==> src/hdl/axi_mem_pkg.sv <==
package axi_mem_pkg;

  localparam int ADDR_W    = 32;
  localparam int DATA_W    = 32;
  localparam int STRB_W    = 4;
  localparam int ID_W      = 4;
  localparam int LEN_W     = 4;   // beats minus one
  localparam int MEM_BYTES = 128;
  localparam int MEM_AW    = 7;
  localparam int MAX_SIZE  = 2;   // four bytes per beat
  localparam logic [7:0] MEM_INIT = 8'h0c;

  typedef enum logic [1:0] {
    BURST_FIXED = 2'd0,
    BURST_INCR  = 2'd1,
    BURST_WRAP  = 2'd2
  } burst_e;

  typedef enum logic [1:0] {
    RESP_OKAY   = 2'd0,
    RESP_SLVERR = 2'd2,
    RESP_DECERR = 2'd3
  } resp_e;

  //////////////////////////////////////////////////////////////////////
  // channel payloads

  typedef struct packed {
    logic [ID_W-1:0]   id;
    logic [ADDR_W-1:0] addr;
    logic [LEN_W-1:0]  len;
    logic [2:0]        size;  // log2 of bytes per beat
    burst_e            burst;
  } addr_req_t;

  typedef struct packed {
    logic [DATA_W-1:0] data;
    logic [STRB_W-1:0] strb;
    logic              last;
  } w_beat_t;

  typedef struct packed {
    logic [ID_W-1:0] id;
    resp_e           resp;
  } b_resp_t;

  typedef struct packed {
    logic [ID_W-1:0]   id;
    logic [DATA_W-1:0] data;
    resp_e             resp;
    logic              last;
  } r_beat_t;

  // rules are checked in priority order
  function automatic resp_e req_resp(addr_req_t req);
    resp_e resp;
    if (req.size > MAX_SIZE)
      resp = RESP_SLVERR;
    else if (req.burst == BURST_WRAP && !(req.len inside {4'd1, 4'd3, 4'd7, 4'd15}))
      resp = RESP_SLVERR;
    else if (req.addr >= MEM_BYTES)
      resp = RESP_DECERR;
    else
      resp = RESP_OKAY;
    return resp;
  endfunction

  // lanes below the bytes per beat of a size code
  function automatic logic [STRB_W-1:0] lane_mask(logic [2:0] size);
    logic [STRB_W-1:0] mask;
    for (int i = 0; i < STRB_W; i++) begin
      mask[i] = (i < (1 << size));
    end
    return mask;
  endfunction

endpackage

==> src/hdl/axi_burst_addr.sv <==
`timescale 1ns/1ps

module axi_burst_addr (
  input  logic                           clk,
  input  logic                           resetn,
  input  logic                           load,
  input  axi_mem_pkg::addr_req_t         req,
  input  logic                           advance,
  output logic [axi_mem_pkg::MEM_AW-1:0] beat_addr
);
  import axi_mem_pkg::*;

  burst_e            burst_q;
  logic [MEM_AW-1:0] start_addr;
  logic [MEM_AW-1:0] cur_addr;
  logic [MEM_AW-1:0] step;       // bytes per beat
  logic [MEM_AW-1:0] wrap_base;
  logic [MEM_AW-1:0] wrap_mask;  // wrap block size minus one
  logic [MEM_AW:0]   ld_span;
  logic [MEM_AW-1:0] ld_mask;
  logic [MEM_AW-1:0] nxt_addr;

  // block covered by all (len+1) beats of the burst
  assign ld_span = ((MEM_AW+1)'(req.len) + 1'b1) << req.size;
  assign ld_mask = MEM_AW'(ld_span - 1'b1);

  always_comb begin
    case (burst_q)
      BURST_FIXED: nxt_addr = start_addr;
      BURST_WRAP:  nxt_addr = wrap_base | ((cur_addr + step) & wrap_mask);
      default:     nxt_addr = cur_addr + step;  // incr wraps at 128 through the 7-bit add
    endcase
  end

  always_ff @(posedge clk or negedge resetn) begin
    if (!resetn) begin
      burst_q    <= BURST_INCR;
      start_addr <= '0;
      cur_addr   <= '0;
      step       <= '0;
      wrap_base  <= '0;
      wrap_mask  <= '0;
    end else if (load) begin
      burst_q    <= req.burst;
      start_addr <= req.addr[MEM_AW-1:0];
      cur_addr   <= req.addr[MEM_AW-1:0];
      step       <= MEM_AW'(1) << req.size;
      wrap_base  <= req.addr[MEM_AW-1:0] & ~ld_mask;
      wrap_mask  <= ld_mask;
    end else if (advance) begin
      cur_addr <= nxt_addr;
    end
  end

  assign beat_addr = cur_addr;

endmodule

==> config.mk <==
export PLATFORM = sky130hd
export DESIGN_NAME = axi_burst_addr
export DESIGN_NICKNAME = d
export VERILOG_FILES = /design/src/hdl/axi_mem_pkg.sv /design/src/hdl/axi_burst_addr.sv
export SDC_FILE = /design/constraint.sdc
export NUM_CORES = 1
export LEC_CHECK = 0
export ABC_CLOCK_PERIOD_IN_PS = 2100
export BUFFER_PORTS_ARGS = -buffer_cell sky130_fd_sc_hd__buf_2
export CAP_MARGIN = 20
export CORE_MARGIN = 4
export CORE_UTILIZATION = 48
export CTS_BUF_LIST = sky130_fd_sc_hd__clkbuf_16
export DETAILED_ROUTE_END_ITERATION = 8
export GPL_ROUTABILITY_DRIVEN = 0
export PLACE_DENSITY = 0.76
export SKIP_LAST_GASP = 1
export SYNTH_ARGS = -nofsm -noshare
export SYNTH_HDL_FRONTEND = slang
export SYNTH_SLANG_ARGS = --single-unit
==> constraint.sdc <==
create_clock -name clk -period 2.1 [get_ports clk]
set_clock_uncertainty 0.2 [all_clocks]
set_input_delay 0.42 -clock clk [delete_from_list [all_inputs] [get_ports clk]]
set_output_delay 0.42 -clock clk [all_outputs]
set_load 0.02 [all_outputs]
Word level (Yosys, flattened, before mapping)
Cells that the tools add are included.
W data, S select, Z words.

operators by class
  reduce and logical (&&, ||, !) cells = 2
  shifts and indexed selects = 2
  add/sub/neg operators = 3
  muxes and demuxes = 3
  bitwise gates (word level) = 4
  eq/ne operators = 1

operator list
  kind                   number
  $and A7 B7 Y7          2
  $mux W7                2
  $pmux W7 S2            1
  $add A7 B7 Y7          1
  $not A7 Y7             1
  $or A7 B7 Y7           1
  $shl A1 B3 Y7 const A  1
  $shl A5 B3 Y7          1
  $sub A7 B1 Y7 const B  1
  $add A4 B1 Y5 const B  1
  $eq A2 B2 Y1 const B   1
  $logic_not A2 Y1       1
  $reduce_bool A2 Y1     1

storage, ports and cells
  flip-flop bits (word level) = 37
  input bits = 49

Logic depth before layout (Yosys ltp)
  word-level depth = 6
  gate-level depth with buffers = 10
  depth with buffers taken out = 10

Least setup slack after synthesis
OpenSTA, ideal clock, no wires.

  kind = in2reg
  from = in req[5] (netlist name)
  to = reg wrap_mask[6]
  setup slack = -0.206 ns
  required time = 1.775 ns
  library setup time = 0.125 ns
  arrival time = 1.981 ns
  stages on the path = 8
  path buffers = 0
  cell sequence = ha_1 xor2_2 and2_4 a2111oi_2 o21a_2 nand3_1 xnor2_1 mux2_2

between the ends
  longest elaborated chain between the ends = 3

ends and longest elaborated chain
  item                    RTL line              text
  start: declaration      axi_burst_addr.sv:7   input axi_mem_pkg::addr_req_t req,
  $add A4 B1 Y5           axi_burst_addr.sv:24  assign ld_span = ((MEM_AW+1)'(req.len) + 1'b1) << req.size;
  $shl A5 B3 Y7           axi_burst_addr.sv:24
  $sub A7 B1 Y7           axi_burst_addr.sv:25  assign ld_mask = MEM_AW'(ld_span - 1'b1);
  end signal: assignment  axi_burst_addr.sv:49  wrap_mask <= ld_mask;
  end: declaration        axi_burst_addr.sv:18  logic [MEM_AW-1:0] wrap_mask;

No other way between the ends.
A chain may end at the register's enable or synchronous reset.

Worst setup path in the final report
  from = reg cur_addr[0] (netlist: beat_addr[0])
  to = reg cur_addr[1] (netlist: beat_addr[1])

between the ends
  longest elaborated chain between the ends = 6

ends and longest elaborated chain
  item                      RTL line                                    text
  start: declaration        axi_burst_addr.sv:15                        logic [MEM_AW-1:0] cur_addr;
  start signal: assignment  axi_burst_addr.sv:46                        cur_addr <= req.addr[MEM_AW-1:0];
  start signal: assignment  axi_burst_addr.sv:51                        cur_addr <= nxt_addr;
  $add A7 B7 Y7 *           axi_burst_addr.sv:30, axi_burst_addr.sv:31
  $and A7 B7 Y7             axi_burst_addr.sv:30                        BURST_WRAP: nxt_addr = wrap_base | ((cur_addr + step) & wrap_mask);
  $or A7 B7 Y7              axi_burst_addr.sv:30
  $pmux W7 S2 *             axi_burst_addr.sv:28                        case (burst_q)
  $mux W7 *                 axi_burst_addr.sv:50                        end else if (advance) begin
  $mux W7 *                 axi_burst_addr.sv:43                        end else if (load) begin

Mark *: on every way between the ends. The rest lies on a longest branch, timed or not. The select of a mux whose other input is x is not followed.

==> results.ini <==
[synthesis]
ys_warn_count = 0
syn_nets = 312
synth_seq_cells = 37
yosysSeqAreaShare = 0.402
syn_avg_cell_area_sq_um = 9.08
synth_cell_types = 53
syn_area_sq_um = 2310
synth_edf_count = 0
async_flop_share = 1.00
ys.flop_type = dfrtp_1
syn_inst = 254

[min_path]
holdPathEnd = burst_q[0]
hold_class = in2reg
min_path_cells = 2
hold_start = req[0]

[setup_path]
reg2reg_slack_ns = -0.03
crit_type = reg2reg
cp_slowest_cell = fa_2
rr_endpoint = beat_addr[1]
cp_slowest_stage_delay_ns = 0.57
cp_common_cell = o21ai_0
cp.arrival_ns = 2.09
cp_max_fo = 3
reg2reg_from = beat_addr[0]
cp.required_ns = 2.06
cp_cell_sequence = ha_2, inv_2, fa_2, o22ai_1, a221oi_1, nand2_1, o21ai_0, o21ai_0
crit_path_end_kind = register
rr_worst_depth = 8
start_kind = register

[cells_and_area]
finalNetCount = 361
final_common_cell = dfrtp_1
area_growth_pct = 30.5
fillers = 352
n_antenna_cell = 0
final_cell_area_sq_um = 3010
final_cell_mix = dfrtp_1, inv_1, buf_4
layout.cells.non_filler = 356
drive_gt1_frac = 0.339
post-route-util = 0.669

[cts]
clk_latency_ns = 0.28
ctsLongestPathBuffers = 2
cts_sinks = 37
path_clk_slew_ns = 0.05
cts_max_level = 2
cts_setup_buffers = 0
clockRootBuffer = clkbuf_16
tritoncts = done
cts_made_buffers = 5

[power]
power_density_nw_per_um2 = 727
ir_drop_v = 0.000482
cellLeakagePower_uw = 0.00138

[route]
wirelength_microns = 5210
drt_iter0_markers = 126
vias_per_cell = 5.65
wire_per_inst_microns = 14.6
ant_nets = 0
vias = 2012
drc = 0
dr.pass1.iters = 4

[timing]
rsz0062_at_grt = yes
slew-limit-headroom = 0.750
setup_viol = 3
fmax_mhz = 470
tightestPinTransition_ns = 0.374
finalCritPeriodShare = 1.01
setup-tns-final_ns = -0.0459
period_needed_ns = 2.13
layout_setup_ws_ns = -0.0284
hold_viol = 0
slew_viol_final = 0

[placed_design]
place_hpwl_microns = 3700
placed_area_sq_um = 2750
dp_cells = 347
io_buffers = 26

[floorplan]
ios = 56
die_h_microns = 77.3
initial_core_util = 0.512
die_x_microns = 77.3
die_area_sq_um = 5980
core_area_sq_um = 4500
rows = 24

[grt]
antenna_found_initial = 0
grt_pass1_wl_microns = 9070
grt_usage = 0.190
grt_max_degree = 51
grt-ovfl-total = 0
grt_pass1_vias = 1956

[outcome]
status = complete, but fails checks
failed_checks = setup timing

[flow_run]
max_cap_violations = 0

-- worst max-delay path by stage --
stage	from	end	slack [ns]	cells past startpoint
after floorplan	req[6]	wrap_mask[6]	-0.05	8
after global placement	req[5]	wrap_mask[6]	-0.28	9
after detailed placement	req[5]	wrap_mask[6]	-0.29	9
after CTS	beat_addr[0]	beat_addr[6]	0.003	10
after global routing	beat_addr[0]	beat_addr[4]	-0.18	10
final	beat_addr[0]	beat_addr[1]	-0.03	8
-- final cells by class --
| cell class | instances | area [sq um] | share of cell area |
|---|---|---|---|
| multi-input cells | 173 | 1370 | 0.455 |
| clock buffers | 5 | 125 | 0.0415 |
| inverters | 28 | 105 | 0.0349 |
| repair buffers | 58 | 405 | 0.135 |
| flip-flops and latches | 37 | 927 | 0.308 |
| clock inverters | 3 | 13.8 | 0.00457 |
| well taps | 52 | 65.1 | 0.0216 |
-- cell families (layout without fill, tap and decap cells) --
| logic type | Yosys count | in the layout | synth area share |
|---|---|---|---|
| AO/OA/AOI/OAI | 80 | 80 | 0.227 |
| XOR/XNOR | 12 | 12 | 0.0488 |
| adder cells (fa/ha/maj) | 9 | 9 | 0.0521 |
| buffers and inverters | 44 | 94 | 0.0759 |
| flip-flops | 37 | 37 | 0.402 |
| multiplexers | 15 | 15 | 0.0710 |
| AND/OR/NAND/NOR | 57 | 57 | 0.123 |
-- cell usage after synthesis, drive strengths merged, types with 6 or more instances --
cell type / count / area share
mux2i: 7 / 0.030
xor2: 6 / 0.026
nand2: 25 / 0.041
ha: 8 / 0.043
nand3: 6 / 0.015
mux2: 8 / 0.041
a21oi: 10 / 0.022
o22ai: 11 / 0.030
xnor2: 6 / 0.023
o21ai: 30 / 0.067
inv: 28 / 0.046
dfrtp: 36 / 0.39
clkbuf: 11 / 0.018
nor2: 8 / 0.013
-- sequential cells by signal, summed over array words and instances, names as in the netlist --
register	count
beat_addr	7
burst_q	2
start_addr	7
step	7
wrap_base	7
wrap_mask	7
-- power by group --
| group | internal (uW) | leakage (uW) | switching [uW] |
|---|---|---|---|
| Sequential | 796 | 0.000454 | 59.5 |
| Clock | 430 | 0.0000748 | 277 |
| Combinational | 304 | 0.000850 | 322 |
| Total | 1530 | 0.00138 | 659 |
-- repair_timing --
| item | CTS | global route |
|---|---|---|
| endpoints found under the setup margin | 3 | 14 |
| pin swaps | 1 | 10 |
| hold buffers | 1 | 0 |
| hold endpoints to repair | 36 | 0 |
| gates resized for setup | 5 | 20 |
| gates cloned | 0 | 0 |
-- per-layer routing --
| metal | global-route usage | wire length [microns] | up-vias |
|---|---|---|---|
| met5 | 0 | 0 | - |
| met4 | 0.0819 | 108 | 0 |
| met3 | 0.0486 | 255 | 9 |
| met2 | 0.309 | 2580 | 42 |
| met1 | 0.239 | 2260 | 958 |
| li1 | - | - | 1003 |
-- metrics by stage --
step                      setup WS (ns)  power (uW)  hold WS, ns
after floorplan                 -0.0479        1240      -0.0756
after global placement           -0.279        1420        0.195
after detailed placement         -0.288        1430        0.198
after CTS                       0.00254        2150        0.168
after global routing             -0.181        2310        0.174
final                           -0.0284        2190        0.168
-- critical path: cells and delay by family (launching register included) --
kind / cells / cell delay, ns
adder cells (fa/ha/maj): 2 / 0.77
AND/OR/NAND/NOR: 1 / 0.08
flip-flops: 1 / 0.37
AO/OA/AOI/OAI: 4 / 0.53
buffers and inverters: 1 / 0.04
Note: power is estimated with default switching activity, not from simulation.
