File: config.mk
export PLATFORM = sky130hd
export DESIGN_NAME = axi_write_ctrl
export DESIGN_NICKNAME = d
export VERILOG_FILES = /design/src/hdl/axi_mem_pkg.sv /design/src/hdl/axi_write_ctrl.sv
export SDC_FILE = /design/constraint.sdc
export NUM_CORES = 1
export LEC_CHECK = 0
export BUFFER_PORTS_ARGS = -buffer_cell sky130_fd_sc_hd__buf_2
export CAP_MARGIN = 40
export CORE_MARGIN = 4
export CORE_UTILIZATION = 30
export CTS_CLUSTER_SIZE = 12
export DETAILED_ROUTE_END_ITERATION = 8
export MAX_ROUTING_LAYER = met4
export PLACE_DENSITY = 0.9
export SYNTH_ARGS = -nofsm -noshare
export SYNTH_HDL_FRONTEND = slang
export SYNTH_SLANG_ARGS = --single-unit
File: constraint.sdc
create_clock -name clk -period 2.8 [get_ports clk]
set_input_delay 0.42 -clock clk [delete_from_list [all_inputs] [get_ports clk]]
set_output_delay 0.42 -clock clk [all_outputs]
set_load 0.005 [all_outputs]
File: src/hdl/axi_mem_pkg.sv
package axi_mem_pkg;

  localparam int ADDR_W    = 32;
  localparam int DATA_W    = 32;
  localparam int STRB_W    = 4;
  localparam int ID_W      = 4;
  localparam int LEN_W     = 4;   // beats minus one
  localparam int MEM_BYTES = 128;
  localparam int MEM_AW    = 7;
  localparam int MAX_SIZE  = 2;   // four bytes per beat
  localparam logic [7:0] MEM_INIT = 8'h0c;

  typedef enum logic [1:0] {
    BURST_FIXED = 2'd0,
    BURST_INCR  = 2'd1,
    BURST_WRAP  = 2'd2
  } burst_e;

  typedef enum logic [1:0] {
    RESP_OKAY   = 2'd0,
    RESP_SLVERR = 2'd2,
    RESP_DECERR = 2'd3
  } resp_e;

  //////////////////////////////////////////////////////////////////////
  // channel payloads

  typedef struct packed {
    logic [ID_W-1:0]   id;
    logic [ADDR_W-1:0] addr;
    logic [LEN_W-1:0]  len;
    logic [2:0]        size;  // log2 of bytes per beat
    burst_e            burst;
  } addr_req_t;

  typedef struct packed {
    logic [DATA_W-1:0] data;
    logic [STRB_W-1:0] strb;
    logic              last;
  } w_beat_t;

  typedef struct packed {
    logic [ID_W-1:0] id;
    resp_e           resp;
  } b_resp_t;

  typedef struct packed {
    logic [ID_W-1:0]   id;
    logic [DATA_W-1:0] data;
    resp_e             resp;
    logic              last;
  } r_beat_t;

  // rules are checked in priority order
  function automatic resp_e req_resp(addr_req_t req);
    resp_e resp;
    if (req.size > MAX_SIZE)
      resp = RESP_SLVERR;
    else if (req.burst == BURST_WRAP && !(req.len inside {4'd1, 4'd3, 4'd7, 4'd15}))
      resp = RESP_SLVERR;
    else if (req.addr >= MEM_BYTES)
      resp = RESP_DECERR;
    else
      resp = RESP_OKAY;
    return resp;
  endfunction

  // lanes below the bytes per beat of a size code
  function automatic logic [STRB_W-1:0] lane_mask(logic [2:0] size);
    logic [STRB_W-1:0] mask;
    for (int i = 0; i < STRB_W; i++) begin
      mask[i] = (i < (1 << size));
    end
    return mask;
  endfunction

endpackage

File: src/hdl/axi_write_ctrl.sv
`timescale 1ns/1ps

module axi_write_ctrl (
  input  logic                           clk,
  input  logic                           resetn,
  input  logic                           aw_valid,
  output logic                           aw_ready,
  input  axi_mem_pkg::addr_req_t         aw,
  input  logic                           w_valid,
  output logic                           w_ready,
  input  axi_mem_pkg::w_beat_t           w,
  output logic                           b_valid,
  input  logic                           b_ready,
  output axi_mem_pkg::b_resp_t           b,
  output logic                           addr_load,
  output logic                           addr_advance,
  input  logic [axi_mem_pkg::MEM_AW-1:0] beat_addr,
  output logic                           wr_en,
  output logic [axi_mem_pkg::MEM_AW-1:0] wr_addr,
  output logic [axi_mem_pkg::STRB_W-1:0] wr_lanes,
  output logic [axi_mem_pkg::DATA_W-1:0] wr_data
);
  import axi_mem_pkg::*;

  typedef enum logic [1:0] {
    WR_IDLE,
    WR_DATA,
    WR_RESP
  } wr_state_e;

  wr_state_e         state;
  logic [LEN_W-1:0]  beat_cnt;
  logic [ID_W-1:0]   id_q;
  resp_e             resp_q;
  logic [LEN_W-1:0]  len_q;
  logic [2:0]        size_q;
  logic              aw_fire, w_fire, b_fire;

  assign aw_fire = aw_valid && aw_ready;
  assign w_fire  = w_valid && w_ready;
  assign b_fire  = b_valid && b_ready;

  //////////////////////////////////////////////////////////////////////
  // channel FSM

  always_ff @(posedge clk or negedge resetn) begin
    if (!resetn) begin
      state    <= WR_IDLE;
      aw_ready <= 1'b0;  // rises on the first edge out of reset
      beat_cnt <= '0;
    end else begin
      case (state)
        WR_IDLE: begin
          aw_ready <= 1'b1;
          if (aw_fire) begin
            state    <= WR_DATA;
            aw_ready <= 1'b0;
            beat_cnt <= '0;
          end
        end
        WR_DATA: begin
          if (w_fire) begin
            beat_cnt <= beat_cnt + 1'b1;
            if (w.last)
              state <= WR_RESP;
          end
        end
        WR_RESP: begin
          if (b_fire) begin
            state    <= WR_IDLE;
            aw_ready <= 1'b1;
          end
        end
        default: state <= WR_IDLE;
      endcase
    end
  end

  // request fields held for the whole burst
  always_ff @(posedge clk) begin
    if (aw_fire) begin
      id_q   <= aw.id;
      resp_q <= req_resp(aw);
      len_q  <= aw.len;
      size_q <= aw.size;
    end
  end

  assign w_ready = (state == WR_DATA);
  assign b_valid = (state == WR_RESP);
  assign b       = '{id: id_q, resp: resp_q};

  assign addr_load    = aw_fire;
  assign addr_advance = w_fire;

  // lane i lands on beat_addr + i, only lanes inside the beat size
  assign wr_en    = w_fire && (resp_q == RESP_OKAY);
  assign wr_addr  = beat_addr;
  assign wr_lanes = w.strb & lane_mask(size_q);
  assign wr_data  = w.data;

  a_wlast_count: assert property (@(posedge clk) disable iff (!resetn)
    w_fire |-> (w.last == (beat_cnt == len_q)))
    else $error("wlast does not match burst length");

endmodule

Word level (Yosys, flattened, before mapping)
Cells that the tools add are included.

Magnitude comparators: 6. Eq/ne operators: 11. Shifts and indexed selects: 1. Muxes and demuxes: 9. Bitwise logic cells: 1. Reduce and logical (&&, ||, !) cells: 13.

Operators by type and width (number): $lt A3 B32 Y1 const A (2); $ge A32 B8 Y1 const B (1); $lt A1 B32 Y1 const A (1); $lt A2 B32 Y1 const A (1); $shl A1 B3 Y32 const A (1); $mux W2 (5); $ne A2 B1 Y1 const B (3); $pmux W2 S3 (1); $logic_and A1 B1 Y1 (5); $and A4 B4 Y4 (1); $eq A2 B2 Y1 const B (2); $eq A4 B1 Y1 const B (1); $eq A4 B2 Y1 const B (1); $eq A4 B3 Y1 const B (1); $eq A4 B4 Y1 const B (1); $logic_not A2 Y1 (2); $reduce_and A4 Y1 (1); $reduce_bool A4 Y1 (1); $gt A3 B2 Y1 const B (1); $eq A2 B1 Y1 const B (1); $mux W1 (2); $ne A2 B2 Y1 const B (1); $pmux W1 S2 (1); $reduce_and A2 Y1 (1); other kinds (3) (3).

Flip-flop bits (word level): 12. Output and inout bits: 55. Word-level logic and storage cells: 46.

Longest topological paths before layout
Gate-level depths: netlist (run 1).

Depth after elaboration: 5. Mapped depth: 3.

Least setup slack after synthesis (run 1)
Ideal clock, no wire load.

Path kind: register to output. Start: reg state[0]. End: out wr_en. Data arrival time: 0.858 ns. Required time: 2.380 ns. Setup slack: 1.522 ns. Cell stages (with the launch flop): 4. Path buffers: 0. Cells stage by stage: dfrtp_1 > nor2b_4 > and2_4 > nor3b_2.

Longest elaborated chain between the ends: 3.

RTL lines: start: declaration (line axi_write_ctrl.sv:31) `wr_state_e state;`; start signal: assignment (line axi_write_ctrl.sv:48) `state <= WR_IDLE;`; start signal: assignment (line axi_write_ctrl.sv:56) `state <= WR_DATA;`; start signal: assignment (line axi_write_ctrl.sv:65) `state <= WR_RESP;`; $eq A2 B1 Y1; via w_ready (line axi_write_ctrl.sv:10) `output logic w_ready,`; $logic_and A1 B1 Y1 (line axi_write_ctrl.sv:40) `assign w_fire = w_valid && w_ready;`; via addr_advance (line axi_write_ctrl.sv:16) `output logic addr_advance,`; $logic_and A1 B1 Y1 (line axi_write_ctrl.sv:97) `assign wr_en = w_fire && (resp_q == RESP_OKAY);`; end: declaration (line axi_write_ctrl.sv:18) `output logic wr_en,`.

The timed path passes the listed nets, and every way through them passes these cells.

Worst setup path after layout (run 1)
Start: reg state[0]. End: out wr_en.

Longest elaborated chain between the ends: 3.

RTL lines (line): $eq A2 B1 Y1; $logic_and A1 B1 Y1 (axi_write_ctrl.sv:40); $logic_and A1 B1 Y1 (axi_write_ctrl.sv:97).

Every way passes these cells.

==> flow_metrics.tcl, run 1 <==
set metrics [dict create \
    status "finished, final reports clean" \
    netlist_area_um2 898 \
    grt_pass1_vias 710 \
    tritoncts "built" \
    final_nets 206 \
    synth.yosys.warnings 0 \
    cp-start-kind "register" \
    peakVddDrop_mv 0.150 \
    grt_max_degree 13 \
    synthCells 85 \
    finalHoldViolations 0 \
    crit_arrival_ns 1.32 \
    antenna_found_initial 0 \
    vias_per_cell 4.75 \
    slew_viol_final 0 \
    fin_setup_tns_ns 0 \
    finalSetupViolCount 0 \
    clk_path_buf_depth 2 \
    die_y_um 62.7 \
    max_slew_margin_pct 69.4 \
    rows 19 \
    crit_fanout 6 \
    port-buffer-count 61 \
    clock_sinks 12 \
    io_pins 149 \
    grtUsageTotal_pct 12.1 \
    grt_pass1_wl_um 3660 \
    finalCritPeriodShare_pct 62.2 \
    die_x_um 62.7 \
    fmax_mhz 574 \
    firstDrtPassIters 4 \
    globalplace.congestion 0.704 \
    p_per_area_nw_per_um2 568 \
    diodes 0 \
    cp-end-kind "output pin" \
    cts-root-buf "clkbuf_4" \
    dr.first_iter.drc_count 31 \
    total_power_uw 563 \
    syn-num-nets 179 \
    routed_wl_um 2380 \
    die-area_um2 3930 \
    drive_above_1_share_pct 65.8 \
    h-tree-depth 1 \
    finalCriticalPeriod_ns 1.74 \
    skew_ns 0.00165 \
    start_util_pct 32.0 \
    clk_latency_ns 0.27 \
    drv_cap 0 \
    avgSynthCellArea_um2 10.6 \
    cts_made_buffers 3 \
    routedWlPerCell_um 16.7 \
    power_leakage_nw 0.473 \
    rsz0062_at_grt "false" \
    synth_cell_types 24 \
    ys_ff_latch 12 \
    antenna_left 0 \
    vias 675 \
    yosysSeqAreaShare_pct 38.4 \
    core_area_um2 2810 \
    required_ns 2.38 \
    syn_to_final_growth_pct 10.4 \
    min_path_type "in -> reg" \
    drc 0 \
    regToRegSetupSlack_ns 1.67 \
    clk_pin_slew_worst_paths_ns 0.07 \
    tightestPinTransition_ns 0.459 \
    grt_overflow_total 0 \
    worstSetupPathType "reg -> out" \
]
==> worst paths after layout <==
kind | endpoint | cells past startpoint | startpoint
max | wr_en | 4 | state[0]
min | id_q[3] | 1 | aw[44]
max reg2reg | resp_q[1] | 1 | aw_ready
min reg2reg | aw_ready | 1 | aw_ready
max in group asynchronous | state[0] | 2 | resetn
min in group asynchronous | aw_ready | 2 | resetn
==> critical path: stages, from the launching register on <==
cell and delay [ns]:
dfrtp_1 0.43, nor2b_4 0.18, and2_4 0.14, nor3b_2 0.16
buf_2 0.14
==> metal layers <==
layer	routed length (µm)	track usage, %	up-vias
li1	-	-	310
met5	0	-	-
met4	92	6.61	0
met2	1320	23.6	62
met1	592	8.71	288
met3	373	5.94	15
==> cells in the mapped netlist <==
master | number | share of area (%)
a2bb2oi_1 | 1 | 0.98
nand3_1 | 2 | 1.1
nand2b_1 | 2 | 1.4
and2_4 | 1 | 0.98
nand4b_1 | 1 | 0.98
o31a_1 | 1 | 0.98
o21a_1 | 2 | 1.7
nor2_1 | 3 | 1.3
buf_4 | 39 | 33
a311o_1 | 1 | 1.1
nor3_1 | 1 | 0.56
a21oi_1 | 2 | 1.1
nor3b_2 | 1 | 1.4
inv_1 | 3 | 1.3
o2bb2ai_1 | 1 | 0.98
nand4_1 | 1 | 0.70
dfrtp_1 | 3 | 8.4
clkbuf_1 | 1 | 0.42
and2_1 | 1 | 0.70
o211a_1 | 2 | 2.2
nor4_2 | 5 | 7.0
and3_1 | 1 | 0.70
edfxtp_1 | 9 | 30
nor2b_4 | 1 | 1.5
==> placed cells by master, fill, tap and decap left out, drive strengths merged <==
master and instances:
a21oi 2, a2bb2oi 1, a311o 1, and2 2
and3 1, buf 61, clkbuf 4, dfrtp 3
dlygate4sd3 1, edfxtp 9, inv 3, nand2b 2
nand3 2, nand4 1, nand4b 1, nor2 3
nor2b 1, nor3 1, nor3b 1, nor4 5
o211a 2, o21a 2, o2bb2ai 1, o31a 1
==> registers in the layout, summed over array words and instances (netlist names) <==
signal	flops
id_q	4
state	2
resp_q	2
aw_ready	1
size_q	3
==> power by group <==
part / switching [mW] / internal [mW]
logic: 0.0692 / 0.0969
registers: 0.0289 / 0.234
clock network: 0.0550 / 0.0791
total: 0.153 / 0.410
==> repair_timing <==
item / 4_1_cts / 5_1_grt
hold endpoints to repair: 3 / 0
buffers inserted: 0 / 0
gates resized for setup: 0 / 0
hold buffers: 1 / 0
==> cells by family (layout without fill, tap and decap cells) <==
kind of cell / count (synthesis) / count (layout) / synth area share, %
compound gates: 10 / 10 / 9.05
flops: 12 / 12 / 38.4
simple gates: 20 / 20 / 18.2
buf+inv: 43 / 69 / 34.3
==> metrics by stage <==
step | hold WS, ns | cells | util [%] | area (µm²) | setup WS, ns
final | 0.321 | 142 | 35.4 | 992 | 1.06
after global routing | 0.309 | 142 | 35.4 | 992 | 0.953
after CTS | 0.312 | 142 | 35.4 | 992 | 1.09
after detailed placement | 0.221 | 137 | 33.7 | 946 | 1.27
after global placement | 0.220 | 137 | 33.7 | 946 | 1.28
after floorplan | 0.124 | 85 | - | 898 | 1.52
==> layout make-up <==
cell class,count,area [µm²]
Fill cell,272,1810
Sequential cell,12,345
Timing Repair Buffer,62,315
Multi-Input combinational cell,30,245
Tap cell,31,38.8
Clock buffer,4,36.3
Inverter,3,11.3
Note: power is estimated with default switching activity, not from simulation.
==> run 2, diff against run 1 <==
- ABC_AREA: not set -> 1
- CORE_UTILIZATION: 30 -> 25
- PLACE_DENSITY: 0.9 -> 0.8
- clock period: 2.8 -> 1.4 ns (I/O delays scaled with it)
==> run 2 against run 1 <==
Net effect:
- die area up 19%
- synthesized area up 1.1%
- critical path depth is the same
- cell area rose by 11%
- setup slack worse by 1.0 ns
- flip-flop and latch count stayed put
- core utilization fell by 3.0 points
- clock skew decreased by 0.00070 ns
- largest power group unchanged
==> flow_metrics.tcl, run 2 <==
set metrics [dict create \
    status "finished, final reports clean" \
    clk_latency_ns 0.26 \
    tritoncts "built" \
    crit_family "flip-flops" \
    die_x_um 68.3 \
    yosysMostFrequentCell "buf_4" \
    required_ns 1.19 \
    antenna_left 0 \
    synth_compound_area_share_pct 4.13 \
    finalSetupViolCount 0 \
    firstDrtPassIters 3 \
    yosys-top-cells-count "buf_4, nor2_1, nand2_1" \
    drc 0 \
    synthTopCellsByArea "buf_4, edfxtp_1, nor2_1" \
    synth_edf_count 9 \
    total_power_mw 1.28 \
    antenna_found_initial 0 \
    yosysSeqAreaShare_pct 38.0 \
    dp_hpwl_um 1810 \
    grt_pass1_vias 638 \
    synth_top_area_share_pct 32.2 \
    slew_viol_final 0 \
    io_pins 149 \
    reg2reg_to "resp_q[1]" \
    ys.flop_type "edfxtp_1" \
    die_y_um 68.3 \
    max_slew_margin_pct 87.7 \
    routedWlPerCell_um 10.9 \
    drv_cap 0 \
    synth_largest_area_cell "buf_4" \
    rsz0062_at_grt "true" \
    synthMuxAreaShare_pct 0 \
    synthXorXnorAreaFrac_pct 0 \
    hp-start "aw[43]" \
    cts-root-buf "clkbuf_4" \
    startpoint "state[1]" \
    vias 786 \
    synthAdderAreaFrac_pct 0 \
    final_common_cell "buf_2" \
    final_cell_mix "buf_2, nor2_1, nand2_1" \
    drive_above_1_share_pct 52.7 \
    synthSimpleGateAreaFrac_pct 19.4 \
    synth.yosys.warnings 0 \
    pre_cts_ws_ns 0.223 \
    layout_setup_ws_ns 0.0216 \
    slowest_stage "dfrtp_1" \
    grt_overflow_total 0 \
    grtUsageTotal_pct 8.32 \
    r2r-start "aw_ready" \
    start_util_pct 26.6 \
    hold_path_end "id_q[2]" \
    synth_top_family_by_area "buffers and inverters" \
    regToRegSetupSlack_ns 0.31 \
    path_cells "inv_2 > nand2_4 > nor4_2 > buf_2" \
    power_leakage_nw 0.592 \
    finalCriticalPeriod_ns 1.38 \
    largest_register "id_q" \
    core_area_um2 3420 \
    largest_reg_flops 4 \
    skew_ns 0.000951 \
    port-buffer-count 61 \
    finalCritPeriodShare_pct 98.5 \
    syn_to_final_growth_pct 21.8 \
    globalplace.congestion 0.615 \
    synthCells 115 \
    avgSynthCellArea_um2 7.90 \
    cp-start-kind "register" \
    vias_per_cell 4.01 \
    peakVddDrop_mv 0.219 \
    tightestPinTransition_ns 0.183 \
    async_reset_ff_share_pct 25.0 \
    r2r_cells 3 \
    finalHoldViolations 0 \
    worstSetupPathType "reg -> out" \
    cts_made_buffers 3 \
    multi_input_area_um2 228 \
    routed_wl_um 2130 \
    whs_path_depth 1 \
    crit_fanout 4 \
    critPathBufInv 2 \
    die-area_um2 4660 \
    final_nets 245 \
    synth_cell_types 17 \
    p_per_area_nw_per_um2 1160 \
    clock_sinks 12 \
    crit_arrival_ns 1.17 \
    grt_max_degree 11 \
    h-tree-depth 1 \
    clk_pin_slew_worst_paths_ns 0.07 \
    netlist_area_um2 908 \
    syn-num-nets 209 \
    reg_top3 "id_q (4), size_q (3)" \
    diodes 0 \
    dr.first_iter.drc_count 11 \
    rows 21 \
    grt_pass1_wl_um 2710 \
    min_path_type "in -> reg" \
    nFillCells 363 \
    fmax_mhz 725 \
    ys_ff_latch 12 \
    cp_slowest_stage_delay_ns 0.41 \
    clk_path_buf_depth 2 \
    cp-end-kind "output pin" \
    layout.area.seq_um2 345 \
]
[run 2: changes by cell type after synthesis, moves of 2 or more]
cell and delta:
nand2_1 +18, nor2_1 +18, inv_1 +11, nor4_2 -5, nand2b_1 -2, o21a_1 -2
[run 2: cells by family after synthesis]
family	Yosys count
AOI/OAI and AO/OA	5
buffers and inverters	54
DFF	12
and+or+nand+nor	44
[run 2: worst max-delay path by stage]
stage	endpoint	cells past startpoint	slack, ns
CTS	addr_load	3	0.001
global route	wr_en	4	-0.08
floorplan	id_q[0]	2	0.41
global placement	resp_q[1]	6	0.23
finish	wr_en	4	0.02
detailed placement	resp_q[1]	6	0.22
[run 2: repair_timing]
| item | CTS | global route |
|---|---|---|
| hold buffers | 1 | 0 |
| setup endpoints to repair | 0 | 2 |
| resized for setup | 0 | 5 |
| buffers inserted | 0 | 9 |
| hold endpoints to repair | 3 | 0 |
[run 2: power by group]
| part | switching, mW | internal, mW |
|---|---|---|
| sequential | 0.0503 | 0.478 |
| combinational | 0.220 | 0.271 |
| clock | 0.101 | 0.158 |
[run 2: layer usage]
| layer | routed length, µm | up-vias | global-route usage, % |
|---|---|---|---|
| met3 | 395 | 0 | 4.43 |
| met1 | 683 | 320 | 7.07 |
| met2 | 1050 | 79 | 14.2 |
| met5 | 0 | - | - |
| met4 | 0 | 0 | 5.21 |
| li1 | - | 387 | - |
[run 2: layout make-up]
type                       count  area share (%)
multi-input combinational     49            20.6
timing repair buffer          71            34.6
inverter                      14            5.09
tap                           46            5.20
clock buffer                   4            3.28
sequential                    12            31.2
[run 2: worst register-to-register path: stages (launching register included)]
cell and delay, ns:
dfrtp_1 0.39, nand2_1 0.13, clkinvlp_4 0.17, buf_4 0.18
[run 2: through the flow]
step                hold slack (ns)  instances  util (%)  area (µm²)  TNS [ns]
floorplan                   -0.0856        115         -         908         0
CTS                           0.114        187      29.9        1020         0
detailed placement          0.00828        182      28.5         975         0
global placement            0.00612        182      28.5         975         0
finish                        0.123        196      32.4        1110         0
global route                  0.106        196      32.4        1110   -0.0999
==> run 3, diff against run 2 <==
==> constraint.sdc (replaced) <==
create_clock -name clk -period 1.4 [get_ports clk]
set_input_delay 0.21 -clock clk [delete_from_list [all_inputs] [get_ports clk]]
set_output_delay 0.21 -clock clk [all_outputs]
set_load 0.1 [all_outputs]
==> run 3 against run 2 <==
Net effect:
- the run now ends with negative setup slack left
- final cell count decreased by 3.6%
- via count decreased by 4.6%
- global-route usage increased by 0.77 points
- setup slack got worse by 0.050 ns
- highest routed layer is now met4
==> flow_metrics.tcl, run 3 (synthesized netlist as in run 2, its figures left out) <==
set metrics [dict create \
    die_x_um 68.3 \
    fmax_mhz 700 \
    drv_cap 0 \
    grt_pass1_vias 670 \
    cp-end-kind "output pin" \
    finalCritPeriodShare_pct 102 \
    largest_register "id_q" \
    layout_setup_ws_ns -0.0285 \
    nFillCells 357 \
    clk_pin_slew_worst_paths_ns 0.07 \
    syn_to_final_growth_pct 28.2 \
    drc 0 \
    firstDrtPassIters 2 \
    pre_cts_ws_ns 0.146 \
    hold_slack_ns 0.115 \
    drive_above_1_share_pct 54.5 \
    fin_util_pct 34.1 \
    grt_pass1_wl_um 3040 \
    start_util_pct 26.6 \
    peakVddDrop_mv 0.438 \
    clk_path_buf_depth 2 \
    dp_hpwl_um 2060 \
    grt_max_degree 10 \
    finalSetupViolCount 1 \
    slew_viol_final 0 \
    worstSetupPathType "reg -> out" \
    die-area_um2 4660 \
    rows 21 \
    largest_reg_flops 4 \
    diodes 0 \
    min_path_type "in -> reg" \
    clk_latency_ns 0.27 \
    p_per_area_nw_per_um2 1710 \
    tritoncts "built" \
    finalCriticalPeriod_ns 1.43 \
    cp-start-kind "register" \
    die_y_um 68.3 \
    max_slew_margin_pct 67.7 \
    grtUsageTotal_pct 9.09 \
    finalHoldViolations 0 \
    violations "negative setup slack" \
    routed_wl_um 2260 \
    required_ns 1.19 \
    final_common_cell "buf_2" \
    antenna_found_initial 0 \
    io_pins 149 \
    final_cell_mix "buf_2, nor2_1, nand2_1" \
    routedWlPerCell_um 12.0 \
    h-tree-depth 1 \
    core_area_um2 3420 \
    vias_per_cell 3.97 \
    final_nets 238 \
    cts_made_buffers 3 \
    clock_sinks 12 \
    port-buffer-count 61 \
    globalplace.congestion 0.616 \
    power_leakage_nw 0.576 \
    crit_fanout 4 \
    rsz0062_at_grt "true" \
    vias 750 \
    reg_top3 "id_q (4), size_q (3)" \
    tightestPinTransition_ns 0.488 \
    cts-root-buf "clkbuf_4" \
    status "finished with violations" \
    crit_arrival_ns 1.22 \
    antenna_left 0 \
    dr.first_iter.drc_count 10 \
    grt_overflow_total 0 \
    skew_ns 0.00538 \
]
==> run 3: cell types whose count changed in the layout (fill, tap and decap cells not counted), sizes merged <==
cell / delta
buf: -7
clkbuf: -1
clkinv: +1
==> run 3: layout make-up <==
type / count / area [µm²] / area share (%)
well taps: 46 / 57.6 / 4.94
inverters: 14 / 56.3 / 4.83
clock inverters: 1 / 3.75 / 0.322
flip-flops and latches: 12 / 349 / 30.0
clock buffers: 3 / 22.5 / 1.93
repair buffers: 64 / 417 / 35.8
multi-input cells: 49 / 259 / 22.2
==> run 3: power breakdown <==
part	internal (mW)	switching, mW	leakage [nW]	total (mW)
Combinational	0.343	0.892	0.443	1.23
Clock	0.103	0.103	0.0154	0.206
Sequential	0.488	0.0599	0.118	0.547
==> run 3: through the flow <==
step	area [µm²]	power (mW)	setup TNS [ns]	cells
2_1_floorplan	951	1.93	-3.35	115
3_3_place_gp	1090	1.71	0	182
4_1_cts	1150	2.00	-0.124	188
3_5_place_dp	1090	1.73	0	182
5_1_grt	1160	2.08	-0.132	189
6_report	1160	1.99	-0.0285	189
==> run 3: path summary, 6_finish.rpt <==
kind                          start         to  slack [ns]  cells after the start
min in group asynchronous    resetn   aw_ready        0.27                      2
min                          aw[41]    id_q[0]        0.11                      1
min reg2reg                state[1]   state[1]        0.64                      2
max reg2reg                aw_ready  resp_q[0]        0.29                      3
max                        state[1]      wr_en       -0.03                      4
max in group asynchronous    resetn   aw_ready        1.01                      2
==> run 3: timing repair <==
action,in CTS,in global routing
hold endpoints to repair,3,0
pin swaps,1,1
hold buffers,1,0
setup buffers,1,1
gates resized for setup,7,2
endpoints found under the setup margin,7,5
==> run 3: worst max-delay path: stages, from the launching register on <==
cell     delay, ns
dfrtp_1       0.40
inv_2         0.09
nand2_4       0.07
nor4_4        0.18
buf_12        0.21
==> run 3: per-layer routing <==
layer | share of wire (%) | vias up | global-route usage [%]
met2 | 52 | 80 | 16.5
met3 | 20 | 6 | 6.08
met1 | 26 | 295 | 6.87
li1 | - | 369 | -
met5 | 0 | - | -
met4 | 1.1 | 0 | 3.97
